--- src/source/ebox_settings.svh ---
// EBOX control widths
`ifndef EBOX_SETTINGS_SVH
`define EBOX_SETTINGS_SVH

// Microword condition field
`define EBOX_COND_WIDTH 6

// Microword magic number field
`define EBOX_MAGIC_WIDTH 9

// EBUS data and console data
`define EBOX_DATA_WIDTH 8

// RUN and START synchronizer depth
`define EBOX_SYNC_STAGES 3

`endif

--- src/source/diagPkg.sv ---
// Diagnostic console codes
package diagPkg;

  // Control functions, bit 3 set
  typedef enum logic [3:0] {
    diagClrRun   = 4'b1000,
    diagSetRun   = 4'b1001,
    diagContinue = 4'b1010
  } diagFunc_e;

  // Status word selects for read functions 0sss
  typedef enum logic [2:0] {
    statusCono  = 3'd0,
    statusCycle = 3'd1,
    statusUcode = 3'd2
  } statusSel;

  // Codes above statusUcode read back as zero

endpackage

--- src/source/microwordPkg.sv ---
// Microword field definitions
`include "ebox_settings.svh"

package microwordPkg;

  // Condition codes, octal
  localparam logic [`EBOX_COND_WIDTH-1:0] condLoadIr    = 6'o14;
  localparam logic [`EBOX_COND_WIDTH-1:0] condSpecInstr = 6'o15;
  localparam logic [`EBOX_COND_WIDTH-1:0] condDiagFunc  = 6'o20;
  localparam logic [`EBOX_COND_WIDTH-1:0] condEboxState = 6'o21;
  localparam logic [`EBOX_COND_WIDTH-1:0] condVmaDec    = 6'o35;
  localparam logic [`EBOX_COND_WIDTH-1:0] condVmaInc    = 6'o36;

  // Skip groups in the top three condition bits
  localparam logic [2:0] condGroupSkip60 = 3'd6;
  localparam logic [2:0] condGroupSkip70 = 3'd7;

  // Magic function decode for CONO
  localparam logic [2:0] magicOpCono     = 3'd1;
  localparam logic [2:0] magicSubConoPi  = 3'd5;
  localparam logic [2:0] magicSubConoPag = 3'd6;

  typedef struct packed {
    logic [2:0] sub;
    logic [2:0] op;
    logic noFunc;
    logic [`EBOX_MAGIC_WIDTH-8:0] spare;
  } diagFuncView;

  typedef struct packed {
    logic keep;
    logic set;
  } statePair;

  // Pair 0 sits at bits 2:1, pair 3 at bits 8:7
  typedef struct packed {
    statePair [3:0] pair;
    logic [`EBOX_MAGIC_WIDTH-9:0] spare;
  } statePairView;

  typedef union packed {
    diagFuncView diagFunc;
    statePairView statePairs;
  } magicWord;

endpackage
--- src/source/condDecoder.sv ---
// Condition field decoder
`timescale 1ns/10ps
`include "ebox_settings.svh"

module condDecoder (
  input  logic [`EBOX_COND_WIDTH-1:0] cond,
  input  logic                        userMode,
  input  logic                        publicMode,
  input  logic                        ioLegalIr,
  input  logic                        piReady,
  input  logic                        mtrIntReq,
  input  logic                        vmaFetch,
  input  logic                        memCycle,
  input  logic                        mboxWait,
  input  logic                        xfer,
  input  logic                        piCycle,
  input  logic                        run,
  input  logic                        start,
  input  logic                        trapEn,
  input  logic                        klPagingEn,
  input  logic                        cacheLookEn,
  output logic                        skip,
  output logic                        loadIr,
  output logic [1:0]                  vmaSel
);

  logic [2:0] condGroup;
  logic [2:0] condSelect;
  logic       kernel;
  logic       intReq;
  logic       ioLegal;
  logic [7:0] skip60;
  logic [7:0] skip70;

  assign condGroup  = cond[`EBOX_COND_WIDTH-1 -: 3];
  assign condSelect = cond[2:0];

  assign kernel  = ~userMode & ~publicMode;
  assign intReq  = mtrIntReq | piReady;
  assign ioLegal = ioLegalIr | kernel;

  // Skip sources, select 0 in bit 0
  assign skip60 = {xfer, mboxWait, memCycle, piCycle,
                   publicMode, userMode, kernel, vmaFetch};
  assign skip70 = {cacheLookEn, klPagingEn, trapEn, mtrIntReq,
                   ioLegal, run, ~start, intReq};

  always_comb begin
    case (condGroup)
      microwordPkg::condGroupSkip60: skip = skip60[condSelect];
      microwordPkg::condGroupSkip70: skip = skip70[condSelect];
      default:                       skip = 1'b0;
    endcase
  end

  // Fetch cycles load IR as well
  assign loadIr = (cond == microwordPkg::condLoadIr) | (vmaFetch & memCycle);

  assign vmaSel = {cond == microwordPkg::condVmaDec,
                   cond == microwordPkg::condVmaInc};

endmodule

--- src/source/conoRegisters.sv ---
// CONO PI and PAG registers
`timescale 1ns/10ps
`include "ebox_settings.svh"

module conoRegisters (
  input  logic                        clk,
  input  logic                        reset,
  input  logic [`EBOX_COND_WIDTH-1:0] cond,
  input  microwordPkg::magicWord      magic,
  input  logic [`EBOX_DATA_WIDTH-1:0] ebusData,
  output logic                        cacheLookEn,
  output logic                        cacheLoadEn,
  output logic                        klPagingEn,
  output logic                        trapEn,
  output logic [2:0]                  wrEvenPar
);

  logic conoSel;
  logic conoPi;
  logic conoPag;

  // Magic function 01x with the function enabled
  assign conoSel = (cond == microwordPkg::condDiagFunc) &&
                   !magic.diagFunc.noFunc &&
                   (magic.diagFunc.op == microwordPkg::magicOpCono);

  assign conoPi  = conoSel && (magic.diagFunc.sub == microwordPkg::magicSubConoPi);
  assign conoPag = conoSel && (magic.diagFunc.sub == microwordPkg::magicSubConoPag);

  always_ff @(posedge clk) begin
    if (reset) begin
      cacheLookEn <= 1'b0;
      cacheLoadEn <= 1'b0;
      klPagingEn  <= 1'b0;
      trapEn      <= 1'b0;
      wrEvenPar   <= 3'b000;
    end else begin
      if (conoPi) begin
        wrEvenPar <= ebusData[2:0];
      end
      // Paging enables, look enable in bit 3
      if (conoPag) begin
        {cacheLookEn, cacheLoadEn, klPagingEn, trapEn} <= ebusData[3:0];
      end
    end
  end

endmodule

--- src/source/cycleControl.sv ---
// Cycle and state flags
`timescale 1ns/10ps
`include "ebox_settings.svh"

module cycleControl (
  input  logic                        clk,
  input  logic                        reset,
  input  logic [`EBOX_COND_WIDTH-1:0] cond,
  input  microwordPkg::magicWord      magic,
  input  logic                        memWait,
  input  logic                        mboxCycReq,
  input  logic                        xfer,
  input  logic                        run,
  input  logic                        mtrIntReq,
  input  logic                        piReady,
  output logic                        memCycle,
  output logic                        mboxWait,
  output logic                        piCycle,
  output logic [3:0]                  ucodeState,
  output logic [2:0]                  nicond
);

  logic       specInstr;
  logic       eboxState;
  logic [2:0] nicondNext;

  assign specInstr = (cond == microwordPkg::condSpecInstr);
  assign eboxState = (cond == microwordPkg::condEboxState);
  assign mboxWait  = memWait & memCycle;

  // Next-instruction dispatch priority
  always_comb begin
    if (piCycle)            nicondNext = 3'd1;
    else if (!run)          nicondNext = 3'd2;
    else if (mtrIntReq)     nicondNext = 3'd3;
    else if (piReady)       nicondNext = 3'd4;
    else if (ucodeState[2]) nicondNext = 3'd5;
    else                    nicondNext = 3'd0;
  end

  always_ff @(posedge clk) begin
    if (reset) begin
      memCycle   <= 1'b0;
      piCycle    <= 1'b0;
      ucodeState <= 4'b0000;
      nicond     <= 3'd0;
    end else begin
      memCycle <= mboxCycReq | (memCycle & ~xfer);
      // Magic bit 0 sets, bit 2 clears
      if (specInstr && magic[0]) begin
        piCycle <= 1'b1;
      end else if (specInstr && magic[2]) begin
        piCycle <= 1'b0;
      end
      if (eboxState) begin
        for (int i = 0; i < 4; i++) begin
          ucodeState[i] <= magic.statePairs.pair[i].set |
                           (magic.statePairs.pair[i].keep & ucodeState[i]);
        end
      end
      nicond <= nicondNext;
    end
  end

endmodule

--- src/source/diagConsole.sv ---
// Diagnostic console port
`timescale 1ns/10ps
`include "ebox_settings.svh"

module diagConsole (
  input  logic                        clk,
  input  logic                        reset,
  input  logic                        diagReq,
  input  logic [3:0]                  diagFunc,
  input  logic                        cacheLookEn,
  input  logic                        cacheLoadEn,
  input  logic                        klPagingEn,
  input  logic                        trapEn,
  input  logic [2:0]                  wrEvenPar,
  input  logic                        memCycle,
  input  logic                        piCycle,
  input  logic                        mboxWait,
  input  logic [2:0]                  nicond,
  input  logic [3:0]                  ucodeState,
  output logic                        diagAck,
  output logic [`EBOX_DATA_WIDTH-1:0] diagRdData,
  output logic                        run,
  output logic                        start
);

  logic                         take;
  logic                         runReq;
  logic                         contPending;
  logic [`EBOX_SYNC_STAGES-1:0] runSync;
  logic [`EBOX_SYNC_STAGES-1:0] startSync;
  logic                         startPrev;
  logic [`EBOX_DATA_WIDTH-1:0]  readback;

  // New request only once the previous ack has dropped
  assign take = diagReq & ~diagAck;

  always_comb begin
    readback = '0;
    if (!diagFunc[3]) begin
      case (diagFunc[2:0])
        diagPkg::statusCono:
          readback = {cacheLookEn, cacheLoadEn, klPagingEn, trapEn, wrEvenPar, 1'b0};
        diagPkg::statusCycle:
          readback = {run, memCycle, piCycle, mboxWait, 1'b0, nicond};
        diagPkg::statusUcode:
          readback = {ucodeState, 4'b0000};
        default:
          readback = '0;
      endcase
    end
  end

  always_ff @(posedge clk) begin
    if (reset) begin
      diagAck     <= 1'b0;
      runReq      <= 1'b0;
      contPending <= 1'b0;
      runSync     <= '0;
      startSync   <= '0;
      startPrev   <= 1'b0;
    end else begin
      if (take) begin
        diagAck <= 1'b1;
      end else if (!diagReq) begin
        diagAck <= 1'b0;
      end
      if (take && diagFunc == diagPkg::diagClrRun) begin
        runReq <= 1'b0;
      end else if (take && diagFunc == diagPkg::diagSetRun) begin
        runReq <= 1'b1;
      end
      if (take && diagFunc == diagPkg::diagContinue) begin
        contPending <= 1'b1;
      end else if (start) begin
        contPending <= 1'b0;
      end
      runSync   <= {runSync[`EBOX_SYNC_STAGES-2:0], runReq};
      startSync <= {startSync[`EBOX_SYNC_STAGES-2:0], contPending};
      startPrev <= startSync[`EBOX_SYNC_STAGES-1];
    end
  end

  // Status held for the whole ack phase
  always_ff @(posedge clk) begin
    if (take) begin
      diagRdData <= readback;
    end
  end

  assign run = runSync[`EBOX_SYNC_STAGES-1];

  // One pulse on the rising edge of the synchronized flag
  assign start = startSync[`EBOX_SYNC_STAGES-1] & ~startPrev;

endmodule

--- src/source/eboxControl.sv ---
// EBOX control board
`timescale 1ns/10ps
`include "ebox_settings.svh"

module eboxControl (
  input  logic                        clk,
  input  logic                        reset,
  input  logic [`EBOX_COND_WIDTH-1:0] cond,
  input  microwordPkg::magicWord      magic,
  input  logic                        memWait,
  input  logic                        userMode,
  input  logic                        publicMode,
  input  logic                        ioLegalIr,
  input  logic                        piReady,
  input  logic                        mtrIntReq,
  input  logic                        vmaFetch,
  input  logic                        mboxCycReq,
  input  logic                        xfer,
  input  logic [`EBOX_DATA_WIDTH-1:0] ebusData,
  input  logic                        diagReq,
  input  logic [3:0]                  diagFunc,
  output logic                        skip,
  output logic                        loadIr,
  output logic [1:0]                  vmaSel,
  output logic                        run,
  output logic                        memCycle,
  output logic                        mboxWait,
  output logic                        piCycle,
  output logic [2:0]                  nicond,
  output logic                        diagAck,
  output logic [`EBOX_DATA_WIDTH-1:0] diagRdData
);

  logic       cacheLookEn;
  logic       cacheLoadEn;
  logic       klPagingEn;
  logic       trapEn;
  logic [2:0] wrEvenPar;
  logic [3:0] ucodeState;
  logic       start;

  condDecoder i_condDecoder (
    .cond(cond), .userMode(userMode), .publicMode(publicMode),
    .ioLegalIr(ioLegalIr), .piReady(piReady), .mtrIntReq(mtrIntReq),
    .vmaFetch(vmaFetch), .memCycle(memCycle), .mboxWait(mboxWait),
    .xfer(xfer), .piCycle(piCycle), .run(run), .start(start),
    .trapEn(trapEn), .klPagingEn(klPagingEn), .cacheLookEn(cacheLookEn),
    .skip(skip), .loadIr(loadIr), .vmaSel(vmaSel)
  );

  conoRegisters i_conoRegisters (
    .clk(clk), .reset(reset), .cond(cond), .magic(magic), .ebusData(ebusData),
    .cacheLookEn(cacheLookEn), .cacheLoadEn(cacheLoadEn),
    .klPagingEn(klPagingEn), .trapEn(trapEn), .wrEvenPar(wrEvenPar)
  );

  cycleControl i_cycleControl (
    .clk(clk), .reset(reset), .cond(cond), .magic(magic), .memWait(memWait),
    .mboxCycReq(mboxCycReq), .xfer(xfer), .run(run),
    .mtrIntReq(mtrIntReq), .piReady(piReady),
    .memCycle(memCycle), .mboxWait(mboxWait), .piCycle(piCycle),
    .ucodeState(ucodeState), .nicond(nicond)
  );

  diagConsole i_diagConsole (
    .clk(clk), .reset(reset), .diagReq(diagReq), .diagFunc(diagFunc),
    .cacheLookEn(cacheLookEn), .cacheLoadEn(cacheLoadEn),
    .klPagingEn(klPagingEn), .trapEn(trapEn), .wrEvenPar(wrEvenPar),
    .memCycle(memCycle), .piCycle(piCycle), .mboxWait(mboxWait),
    .nicond(nicond), .ucodeState(ucodeState),
    .diagAck(diagAck), .diagRdData(diagRdData), .run(run), .start(start)
  );

endmodule

--- config.mk ---
export PLATFORM = sky130hd
export DESIGN_NAME = eboxControl
export DESIGN_NICKNAME = d
export VERILOG_FILES = /design/src/source/diagPkg.sv /design/src/source/microwordPkg.sv /design/src/source/condDecoder.sv /design/src/source/conoRegisters.sv /design/src/source/cycleControl.sv /design/src/source/diagConsole.sv /design/src/source/eboxControl.sv
export VERILOG_INCLUDE_DIRS = /design/src /design/src/source
export SDC_FILE = /design/constraint.sdc
export NUM_CORES = 1
export LEC_CHECK = 0
export ABC_CLOCK_PERIOD_IN_PS = 1300
export BUFFER_PORTS_ARGS = -buffer_cell sky130_fd_sc_hd__buf_2
export CORE_MARGIN = 4
export CORE_UTILIZATION = 44
export CTS_BUF_LIST = sky130_fd_sc_hd__clkbuf_16
export DETAILED_ROUTE_END_ITERATION = 12
export GPL_TIMING_DRIVEN = 0
export PLACE_DENSITY = 0.75
export SLEW_MARGIN = 20
export SYNTH_ARGS = -nofsm -noshare
export SYNTH_HDL_FRONTEND = slang
export SYNTH_SLANG_ARGS = --single-unit
--- constraint.sdc ---
create_clock -name clk -period 1.3 [get_ports clk]
set_clock_uncertainty 0.1 [all_clocks]
set_input_delay 0.13 -clock clk [delete_from_list [all_inputs] [get_ports clk]]
set_output_delay 0.13 -clock clk [all_outputs]
set_load 0.01 [all_outputs]
### Word level (Yosys, flattened, before mapping)

Index checks and enable logic that the tools add are counted.

| storage, ports and cells | value |
|---|---|
| bits of input ports | 39 |
| register bits after elaboration | 34 |

| cells by class | value |
|---|---|
| equal/unequal tests | 17 |
| reduce and logical (&&, ||, !) cells | 16 |
| bitwise operators | 25 |
| magnitude comparators | 1 |
| mux-type cells | 17 |

Operator list:

| operator | number |
|---|---|
| $eq 6x5->1 const B | 4 |
| $pmux 8 s3 | 1 |
| $eq 3x3->1 const B | 4 |
| $eq 4x4->1 const B | 3 |
| $eq 6x4->1 const B | 2 |
| $and 1x1->1 | 10 |
| $logic_and 1x1->1 | 9 |
| $mux 1 | 9 |
| $or 1x1->1 | 8 |
| $not 1->1 | 7 |
| $bmux 1 s3 | 2 |
| $eq 3x1->1 const B | 2 |
| $mux 3 | 2 |
| $lt 3x4->1 const B | 1 |
| $mux 2 | 2 |
| $reduce_bool 2->1 | 2 |
| $reduce_or 2->1 | 2 |
| $reduce_or 4->1 | 1 |
| $eq 3x2->1 const B | 1 |
| $logic_not 3->1 | 1 |
| $ne 2x1->1 const B | 1 |
| $pmux 1 s2 | 1 |
| $logic_not 1->1 | 1 |

### Longest topological paths before layout

Gate-level depths: netlist (run 1).

| depth | value |
|---|---|
| depth after elaboration | 6 |
| mapped depth | 5 |

### Modules after synthesis

A second synthesis (run 1) with hierarchy kept.

| unflattened totals | value |
|---|---|
| cell total of the unflattened synthesis | 164 |
| area, all modules | 1,717.9 sq um |

By module, submodules not included:

| module | cells an instance | times used | area each (sq um) |
|---|---|---|---|
| diagConsole | 64 | 1 | 737.0 |
| cycleControl | 42 | 1 | 384.1 |
| conoRegisters | 34 | 1 | 364.1 |
| condDecoder | 24 | 1 | 232.7 |

### Least setup slack after synthesis (run 1)

OpenSTA, ideal clock, no wires.

| timing | value |
|---|---|
| path type | register -> output |
| from | register i_cycleControl.memCycle |
| to | output port skip |
| arrival | 1.148 ns |
| slack | -0.078 ns |
| data required time | 1.070 ns |
| stages on the path, launching flop included | 5 |
| cell sequence | dfxtp_1 mux2i_1 a211oi_1 nand2_1 o221ai_1 |

| between the ends | value |
|---|---|
| cells in the longest elaborated chain, start to end | 4 |

RTL lines:

| element | line | text |
|---|---|---|
| start: declaration | cycleControl.sv:16 | `output logic memCycle,` |
| start signal: assignment | cycleControl.sv:48 | `memCycle <= mboxCycReq \| (memCycle & ~xfer);` |
| $and 1x1->1 | cycleControl.sv:29 | `assign mboxWait = memWait & memCycle;` |
| $bmux 1 s3 * | condDecoder.sv:50 | `microwordPkg::condGroupSkip60: skip = skip60[condSelect];` |
| $mux 1 (implied by the code) * | condDecoder.sv:50 |  |
| $pmux 1 s2 * | condDecoder.sv:49 | `case (condGroup)` |
| end: declaration | eboxControl.sv:22 | `output logic skip,` |

Every way passes the cells marked *; elsewhere a longest branch is shown, timed or not. The select of a mux whose other input is x is not followed.

### Final worst setup path (run 1)

| timing | value |
|---|---|
| from | register i_diagConsole.startPrev |
| to | output port skip |

| between the ends | value |
|---|---|
| cells in the longest elaborated chain, start to end | 6 |

RTL lines:

| element | line | text |
|---|---|---|
| start: declaration | diagConsole.sv:31 | `logic startPrev;` |
| start signal: assignment | diagConsole.sv:79 | `` startPrev <= startSync[`EBOX_SYNC_STAGES-1]; `` |
| $not 1->1 | diagConsole.sv:93 | `` assign start = startSync[`EBOX_SYNC_STAGES-1] & ~startPrev; `` |
| $and 1x1->1 | diagConsole.sv:93 |  |
| $not 1->1 | condDecoder.sv:46 | `ioLegal, run, ~start, intReq};` |
| $bmux 1 s3 | condDecoder.sv:51 | `microwordPkg::condGroupSkip70: skip = skip70[condSelect];` |
| $mux 1 (implied by the code) | condDecoder.sv:51 |  |
| $pmux 1 s2 | condDecoder.sv:49 |  |

Every way passes these cells. The select of a mux whose other input is x is not followed.

==> impl_metrics.ini, run 1 <==
[clocking]
cts.htree.levels = 2
path_clk_slew_ns = 0.05
clock_insertion_delay_worst_skew_ns = 0.28
clockBufferDepth = 2
clock-root-buffer = sky130_fd_sc_hd__clkbuf_16
cts_buffers = 5
number_of_clock_sinks = 34
cts_tree = built

[place]
post_dp_cell_area_um2 = 1940
io_buffers = 54
dpl_worst_slack_ns = -0.241
hpwlAfterDp_um = 2910
placed_cell_count = 262
gp_congestion = 0.855

[hold_path]
hold_path.class = in -> reg

[floorplanning]
die-area_um2 = 4690
core_area_um2 = 3440
floorplan.initialDensity_pct = 46.7
chipWidth_um = 68.5
die_y_um = 68.5
site_rows = 21
ios = 59

[detailed_routing]
antenna_violating_nets_post_route = 0
drt_pre_antenna_iters = 4
drt-wirelength-per-cell_um = 15.0
dr.first_iter.drc_count = 87
viasPerCell = 5.25
route.detailed.drc = 0
route.final.wire_length_um = 4150
route.vias.total = 1450

[sta]
relative_slew_slack_pct = 67.1
report.final.slew_viol_count = 0
rsz_0062_raised_after_global_routing = true
setup-tns-final_ns = -0.432
post-route-period-util_pct = 133
hold_viol = 0
layout_setup_ws_ns = -0.432
setup_viol = 1
maximum_clock_frequency_mhz = 577
finalCriticalPeriod_ns = 1.73
worstMarginPinSlew_ns = 0.493

[pwr]
pwr_density_cell_nw_per_um2 = 1130
worst_ir_drop_vdd_uv = 553
power_leakage_uw = 0.000987

[finish]
finish.utilization_pct = 63.1
syn2layout_area_growth_pct = 35.0
nNetsFinal = 268
ratio_of_cells_with_drive_above_1_in_the_final_layout_pct = 36.5
finish.instance_area_um2 = 2170
count_of_inserted_antenna_diode_cells = 0
num-fill-cells = 284
final-instance-count-excl-fill = 276

[setup_path]
worst_path_max_delay_cell = sky130_fd_sc_hd__mux4_2
worstPathCellList = nand2b_4 -> mux4_2 -> nand4_1 -> o221ai_2 -> buf_2
worst-path-max-fanout = 2
worst_ep_arrival_time_ns = 1.50
cp_top_delay_family = multiplexers
timing.critical_path.required_ns = 1.07
worstSetupPathType = reg -> out
timing.critical_path.buf_inv = 1
max_stage_delay_ns = 0.45
timing.critical_path.from_type = register
worst_setup_path_end_kind = output pin

[synthesis]
dominantRegCellSynth = sky130_fd_sc_hd__dfxtp_1
async_sr_flop_fraction_pct = 0
synth.yosys.seq_area_share_pct = 47.3
synth_seq_cells = 34
yosys.area.top_type_share_pct = 32.4
synth_cell_types = 41
syn_inst = 162
synth.yosys.warnings = 0
synth.top_cells.by_count = 26 x sky130_fd_sc_hd__dfxtp_1, 24 x sky130_fd_sc_hd__nor2_1, 18 x sky130_fd_sc_hd__mux2i_1, 14 x sky130_fd_sc_hd__nor2b_1, 12 x sky130_fd_sc_hd__nand2_1
synth_edf_count = 8
synth.avg_cell_area_um2 = 9.92
syn_area_um2 = 1610
synth.most_common_cell = sky130_fd_sc_hd__dfxtp_1
synth_area_leaders = sky130_fd_sc_hd__dfxtp_1 32%, sky130_fd_sc_hd__edfxtp_1 15%, sky130_fd_sc_hd__mux2i_1 11%
synth_largest_area_cell = sky130_fd_sc_hd__dfxtp_1
synth_fp_nets = 201

[outcome]
violations = negative setup slack
outcome = finished, violations left

[global_routing]
grt_first_pass_wirelength_um = 5910
first_global_vias = 1303
gr-usage-all-layers_pct = 17.6
grt_start_max_net_pins = 11
grt_antenna_before_repair = 0
grt-ovfl-total = 0

[run]
max_cap_viol_count = 0
[logic make-up after synthesis]
family / count (synthesis) / share of synthesized area, %
AO/OA/AOI/OAI: 26 / 10.1
flip-flops: 34 / 47.3
AND/OR/NAND/NOR: 73 / 26.8
multiplexers: 20 / 13.3
buffers and inverters: 9 / 2.49
[final timing paths]
| check | from | to | slack [ns] | depth (start not counted) |
|---|---|---|---|---|
| max | i_diagConsole.startPrev | skip | -0.43 | 5 |
| min | ebusData[2] | i_conoRegisters.cacheLoadEn | 0.009 | 3 |
| max reg2reg | i_diagConsole.diagAck | i_diagConsole.runReq | 0.02 | 4 |
| min reg2reg | i_diagConsole.runSync[1] | i_diagConsole.runSync[2] | 0.33 | 1 |
[cells in the final DEF, fill, tap and decap left out, types with 2 or more instances in the layout]
master	netlist	routed
sky130_fd_sc_hd__dfxtp_1	26	22
sky130_fd_sc_hd__a31oi_1	2	2
sky130_fd_sc_hd__nor3b_1	4	4
sky130_fd_sc_hd__mux2i_1	18	18
sky130_fd_sc_hd__a21oi_1	9	9
sky130_fd_sc_hd__nand2b_1	3	2
sky130_fd_sc_hd__o21ai_0	6	6
sky130_fd_sc_hd__buf_2	2	56
sky130_fd_sc_hd__nand2_1	12	11
sky130_fd_sc_hd__nor2_1	24	24
sky130_fd_sc_hd__clkinv_1	0	3
sky130_fd_sc_hd__edfxtp_1	8	8
sky130_fd_sc_hd__clkbuf_1	2	2
sky130_fd_sc_hd__dfxtp_2	0	3
sky130_fd_sc_hd__nor2b_1	14	13
sky130_fd_sc_hd__clkbuf_16	0	5
sky130_fd_sc_hd__nand4_2	2	2
sky130_fd_sc_hd__dlygate4sd3_1	0	3
sky130_fd_sc_hd__buf_4	1	4
sky130_fd_sc_hd__inv_1	4	4
[what timing repair did]
| action | in CTS | in global routing |
|---|---|---|
| resized for setup | 4 | 5 |
| hold buffers | 3 | 0 |
| pin swaps | 1 | 1 |
| endpoints found under the hold margin | 3 | 0 |
| buffers inserted | 1 | 2 |
| setup endpoints to repair | 2 | 11 |
[cell type report]
type	instances	area (um^2)	area share, %
Inverter	4	15.0	0.692
Multi-Input combinational cell	119	846	39.0
Buffer	5	25.0	1.15
Sequential cell	34	768	35.4
Clock inverter	3	11.3	0.519
Timing Repair Buffer	60	323	14.9
Tap cell	46	57.6	2.65
Clock buffer	5	125	5.76
[report_power, final]
group	internal [uW]	switching [uW]	leakage, uW
clock	687	389	0.0000663
sequential	1100	12.3	0.000293
combinational	123	144	0.000628
[sequential cells by signal (all words and copies together) (netlist names), 3 cells and up]
name                       cells
i_diagConsole.diagRdData       8
i_diagConsole.runSync          3
i_cycleControl.nicond          3
i_conoRegisters.wrEvenPar      3
i_cycleControl.ucodeState      4
i_diagConsole.startSync        3
[worst reg2reg max path, cell delays in order (launching register included)]
cell                       delay, ns
sky130_fd_sc_hd__dfxtp_2        0.35
sky130_fd_sc_hd__nor4bb_4       0.35
sky130_fd_sc_hd__nand2b_1       0.14
sky130_fd_sc_hd__mux2i_1        0.17
sky130_fd_sc_hd__nor2_1         0.05
[metal layers]
metal,vias up,share of wire [%],track usage [%]
met4,0,2.4,6.45
met3,9,5.2,5.58
met2,38,51,28.5
li1,711,-,-
met5,-,0,0
met1,692,41,21.9
[stage by stage]
step | power, uW | hold WS [ns]
after detailed placement | 1380 | 0.241
final | 2460 | 0.00932
after global routing | 2550 | 0.0298
after CTS | 2460 | 0.00882
after floorplan | 1250 | 0.102
after global placement | 1370 | 0.235
No activity file was read; power rests on OpenSTA's default activity.
==> run 2: changes to the inputs <==
--- a/config.mk
+++ b/config.mk
@@ -9,11 +9,10 @@
 export ABC_CLOCK_PERIOD_IN_PS = 1300
 export BUFFER_PORTS_ARGS = -buffer_cell sky130_fd_sc_hd__buf_2
 export CORE_MARGIN = 4
-export CORE_UTILIZATION = 44
-export CTS_BUF_LIST = sky130_fd_sc_hd__clkbuf_16
+export CORE_UTILIZATION = 46
+export CTS_BUF_LIST = sky130_fd_sc_hd__clkbuf_2
 export DETAILED_ROUTE_END_ITERATION = 12
-export GPL_TIMING_DRIVEN = 0
-export PLACE_DENSITY = 0.75
+export PLACE_DENSITY = 0.78
 export SLEW_MARGIN = 20
 export SYNTH_ARGS = -nofsm -noshare
 export SYNTH_HDL_FRONTEND = slang
==> run 2 against run 1 <==
The flow still finishes with violations (negative setup slack). Sequential cell count is the same. Non-clock buffer count grew 31. Setup slack lost 0.11 ns. Critical path depth is the same. Total power shrank 13%. Sequential share of layout area shrank 4.1 points. Cell area grew 13%. Critical path type unchanged.
==> impl_metrics.ini, run 2 (synthesis gave the netlist of run 1 again) <==
[place]
post_dp_cell_area_um2 = 2100
dpl_worst_slack_ns = -0.186
hpwlAfterDp_um = 3050
io_buffers = 54
gp_congestion = 0.802

[sta]
maximum_clock_frequency_mhz = 542
rsz_0062_raised_after_global_routing = true
hold_viol = 0
report.final.slew_viol_count = 0
relative_slew_slack_pct = 63.8
layout_setup_ws_ns = -0.547
post-route-period-util_pct = 142
setup_viol = 5
worstMarginPinSlew_ns = 0.541
finalCriticalPeriod_ns = 1.85

[outcome]
outcome = finished, violations left
violations = negative setup slack

[global_routing]
grt_start_max_net_pins = 27
grt_first_pass_wirelength_um = 6730
grt-ovfl-total = 0
first_global_vias = 1469
gr-usage-all-layers_pct = 19.9
grt_antenna_before_repair = 0

[setup_path]
worstPathCellList = nand2b_4 -> mux4_2 -> nand4_1 -> o221ai_2 -> buf_2
worstSetupPathType = reg -> out
timing.critical_path.from_type = register
worst_ep_arrival_time_ns = 1.62
max_stage_delay_ns = 0.44
timing.critical_path.required_ns = 1.07
worst_r2r_startpoint = i_cycleControl.memCycle
worst_setup_path_end_kind = output pin
worst-path-max-fanout = 2
critPathLaunch = i_diagConsole.startPrev
worst_path_max_delay_cell = sky130_fd_sc_hd__mux4_2

[detailed_routing]
antenna_violating_nets_post_route = 0
drt-wirelength-per-cell_um = 14.0
viasPerCell = 5.03
top_signal_layer_used = met4
wl_met1_um = 1890
route.vias.total = 1544
dr.first_iter.drc_count = 79
drt_pre_antenna_iters = 4
routed-wl-met2_um = 2150
route.detailed.drc = 0
route.final.wire_length_um = 4310
detailroute.wirelength.met3_um = 209

[floorplanning]
die-area_um2 = 4510
core_area_um2 = 3360
die_y_um = 67.1
chipWidth_um = 67.1
ios = 59
floorplan.initialDensity_pct = 47.8
site_rows = 21

[pwr]
pwr_density_cell_nw_per_um2 = 870
power.share.combinational_pct = 16.9
seq_power_share_pct = 51.8
netSwitchingFraction_pct = 24.2
worst_ir_drop_vdd_uv = 975
share_clk_of_total_power_pct = 31.3
net_load_switching_power_uw = 517
power_leakage_uw = 0.00114
internal_power_uw = 1620

[finish]
finish.instance_area_um2 = 2460
syn2layout_area_growth_pct = 53.0
largest_register_ff_count = 8
final_cell_mix = 50 x sky130_fd_sc_hd__buf_2, 24 x sky130_fd_sc_hd__nor2_1, 22 x sky130_fd_sc_hd__buf_4
largestRegisters = i_diagConsole.diagRdData: 8 flops, i_cycleControl.ucodeState: 4 flops
num-fill-cells = 273
count_of_inserted_antenna_diode_cells = 0
ratio_of_cells_with_drive_above_1_in_the_final_layout_pct = 42.5
most_common_cell_after_layout_fill_and_taps_aside = sky130_fd_sc_hd__buf_2
top_register = i_diagConsole.diagRdData
nNetsFinal = 299

[hold_path]
hold_path.class = in -> reg
min_from = mtrIntReq

[clocking]
clock-root-buffer = sky130_fd_sc_hd__clkbuf_2
cts.htree.levels = 2
cts_buffers = 5
clock_insertion_delay_worst_skew_ns = 0.37
path_clk_slew_ns = 0.16
cts_tree = built
clockBufferDepth = 2
number_of_clock_sinks = 34

[run]
max_cap_viol_count = 0
[run 2: worst max-delay path: cells and delay by family, from the launching register on]
family          cells  cell delay (ns)
simple gates        2             0.23
buf+inv             1             0.15
compound gates      1             0.10
flops               1             0.33
mux                 1             0.44
[run 2: path summary, 6_finish.rpt]
check                           depth (start not counted)  slack [ns]                           to
worst max-delay path                                    5       -0.55                         skip
worst min-delay path                                    4        0.05     i_cycleControl.nicond[2]
worst max register to register                          7       -0.13  i_diagConsole.diagRdData[6]
worst min register to register                          1        0.35   i_diagConsole.startSync[2]
[run 2: cell type report]
type	count	area (um^2)	area share, %
clock inverter	2	33.8	1.37
timing repair buffer	96	667	27.1
multi-input combinational	119	885	36.0
clock buffer	6	30.0	1.22
tap	46	57.6	2.34
sequential	34	769	31.3
inverter	4	17.5	0.712
[run 2: repair_timing]
| action | in CTS | in global routing |
|---|---|---|
| pin swaps | 1 | 3 |
| hold buffers | 15 | 0 |
| gates resized for setup | 9 | 20 |
| endpoints found under the setup margin | 6 | 16 |
| endpoints found under the hold margin | 14 | 0 |
| setup buffers | 1 | 2 |
[run 2: power by group through the flow]
stage	clock, uW	sequential [uW]	combinational [uW]
finish	669	1110	362
detailed placement	0	1130	282
floorplan	0	1140	114
global route	742	1110	394
CTS	684	1110	330
global placement	0	1130	279
[run 2: metrics by stage]
step	power [uW]	TNS (ns)	utilization, %	hold WS (ns)	instances
after floorplan	1250	0	-	0.102	162
after global placement	1410	-1.02	62.4	0.238	281
after detailed placement	1410	-1.38	62.4	0.249	281
after CTS	2120	-0.934	70.1	0.0287	305
after global routing	2250	-1.42	73.1	0.0471	307
final	2140	-1.16	73.1	0.0530	307
[run 2: layer usage]
layer  track usage [%]  up-vias
li1                  -      779
met2              33.1       45
met4              6.84        0
met1              25.8      712
met5                 0        -
met3              3.71        8
==> run 3: changes to the inputs <==
--- a/config.mk
+++ b/config.mk
@@ -13,6 +13,7 @@
 export CTS_BUF_LIST = sky130_fd_sc_hd__clkbuf_2
 export DETAILED_ROUTE_END_ITERATION = 12
 export PLACE_DENSITY = 0.78
+export SKIP_CTS_REPAIR_TIMING = 1
 export SLEW_MARGIN = 20
 export SYNTH_ARGS = -nofsm -noshare
 export SYNTH_HDL_FRONTEND = slang
==> run 3 against run 2 <==
The flow still finishes with violations (negative setup slack). First-iteration DRC count is 11% higher. Die area stayed put. Clock-buffer cell count stayed put. Routed wire length is 6.8% lower. Sequential share of layout area is 1.0 points higher. Sequential power hardly changed. Critical path type unchanged. Critical path depth stayed put. Global-route usage is 1.5 points lower.
==> impl_metrics.ini, run 3 (synthesis gave the netlist of run 1 again) <==
[finish]
largestRegisters = i_diagConsole.diagRdData: 8 flops, i_cycleControl.ucodeState: 4 flops
syn2layout_area_growth_pct = 48.2
multi_input_comb_area_um2 = 852
most_common_cell_after_layout_fill_and_taps_aside = sky130_fd_sc_hd__buf_2
num-fill-cells = 292
largest_register_ff_count = 8
seq_area_um2 = 769
nNetsFinal = 296
top_register = i_diagConsole.diagRdData
final_cell_mix = 52 x sky130_fd_sc_hd__buf_2, 24 x sky130_fd_sc_hd__nor2_1, 22 x sky130_fd_sc_hd__buf_4
count_of_inserted_antenna_diode_cells = 0
final-instance-count-excl-fill = 304
ratio_of_cells_with_drive_above_1_in_the_final_layout_pct = 41.5

[pwr]
seq_power_share_pct = 52.5
net_load_switching_power_uw = 505
power_leakage_uw = 0.00111
pwr_density_cell_nw_per_um2 = 887
netSwitchingFraction_pct = 23.9
internal_power_uw = 1610
worst_ir_drop_vdd_uv = 636
power.share.combinational_pct = 15.8
share_clk_of_total_power_pct = 31.7

[detailed_routing]
drt_pre_antenna_iters = 4
route.vias.total = 1518
antenna_violating_nets_post_route = 0
viasPerCell = 4.99
route.detailed.drc = 0
route.final.wire_length_um = 4020
drt-wirelength-per-cell_um = 13.2
dr.first_iter.drc_count = 88

[sta]
rsz_0062_raised_after_global_routing = true
maximum_clock_frequency_mhz = 541
setup_viol = 4
hold_viol = 0
worstMarginPinSlew_ns = 0.443
post-route-period-util_pct = 142
finalCriticalPeriod_ns = 1.85
report.final.slew_viol_count = 0
relative_slew_slack_pct = 70.5
fin_hold_ws_ns = 0.00873
layout_setup_ws_ns = -0.550

[global_routing]
grt-ovfl-total = 0
grt_start_max_net_pins = 27
first_global_vias = 1368
gr-usage-all-layers_pct = 18.4
grt_antenna_before_repair = 0
grt_first_pass_wirelength_um = 6220

[floorplanning]
chipWidth_um = 67.1
core_area_um2 = 3360
die_y_um = 67.1
floorplan.initialDensity_pct = 47.8
die-area_um2 = 4510
ios = 59
site_rows = 21

[setup_path]
worst_setup_path_end_kind = output pin
max_stage_delay_ns = 0.45
worst_r2r_startpoint = i_cycleControl.memCycle
worst_path_max_delay_cell = sky130_fd_sc_hd__mux4_2
cp_top_delay_family = multiplexers
worstSetupPathType = reg -> out
critPathLaunch = i_diagConsole.startPrev
worst-path-max-fanout = 2
timing.critical_path.from_type = register
worstPathCellList = nand2b_4 -> mux4_2 -> nand4_1 -> o221ai_2 -> buf_2
timing.critical_path.buf_inv = 1
timing.critical_path.required_ns = 1.07
worst_ep_arrival_time_ns = 1.62

[clocking]
clock-root-buffer = sky130_fd_sc_hd__clkbuf_2
path_clk_slew_ns = 0.17
number_of_clock_sinks = 34
cts_buffers = 5
cts.htree.levels = 2
clockBufferDepth = 2
clock_insertion_delay_worst_skew_ns = 0.37
cts_tree = built

[place]
io_buffers = 54
hpwlAfterDp_um = 3050
placed_cell_count = 281
gp_congestion = 0.802

[hold_path]
hold_path.class = in -> reg
min_from = magic[6]

[outcome]
outcome = finished, violations left
violations = negative setup slack

[run]
max_cap_viol_count = 0
run 3: cell types whose count changed in the layout (fill, tap and decap cells not counted), sizes merged:
cell         delta
buf             -2
dlygate4sd3     -1
run 3: worst paths after layout:
kind                                  end  slack [ns]  cells past startpoint
max                                  skip       -0.55                      5
min          i_cycleControl.ucodeState[2]       0.009                      3
max reg2reg   i_diagConsole.diagRdData[6]       -0.04                      6
min reg2reg    i_diagConsole.startSync[2]        0.35                      1
run 3: layout make-up:
cell class,count,area share (%)
Timing Repair Buffer,93,26.1
Inverter,4,0.735
Clock buffer,6,1.26
Sequential cell,34,32.3
Multi-Input combinational cell,119,35.8
Clock inverter,2,1.42
Tap cell,46,2.42
run 3: power by group through the flow:
stage               Clock [uW]  Sequential, uW  Combinational [uW]
global route               743            1110                 366
global placement             0            1130                 279
detailed placement           0            1130                 282
CTS                        684            1110                 283
finish                     670            1110                 334
floorplan                    0            1140                 114
run 3: routing by layer:
| metal | wire, um | part of all wire [%] | global-route usage, % | vias to the layer above |
|---|---|---|---|---|
| li1 | - | - | - | 769 |
| met1 | 1770 | 44 | 24.2 | 698 |
| met2 | 2010 | 50 | 30.1 | 47 |
| met3 | 214 | 5.3 | 3.71 | 4 |
| met4 | 30 | 0.75 | 6.08 | 0 |
| met5 | 0 | 0 | 0 | - |
run 3: through the flow:
step	setup WS, ns	power (uW)	util [%]	TNS [ns]	area (um^2)
floorplan	0.0124	1250	-	0	1620
finish	-0.550	2110	70.8	-0.724	2380
global route	-0.641	2220	70.8	-0.994	2380
global placement	-0.180	1410	62.4	-1.02	2100
CTS	-0.591	2080	64.3	-0.941	2160
detailed placement	-0.186	1410	62.4	-1.38	2100
run 3: worst reg2reg max path, stage by stage (launching register included):
cell,delay (ns)
sky130_fd_sc_hd__dfxtp_4,0.40
sky130_fd_sc_hd__buf_6,0.12
sky130_fd_sc_hd__buf_4,0.12
sky130_fd_sc_hd__mux2i_1,0.16
sky130_fd_sc_hd__nor2_1,0.06
sky130_fd_sc_hd__a21oi_1,0.13
sky130_fd_sc_hd__nor2_1,0.05
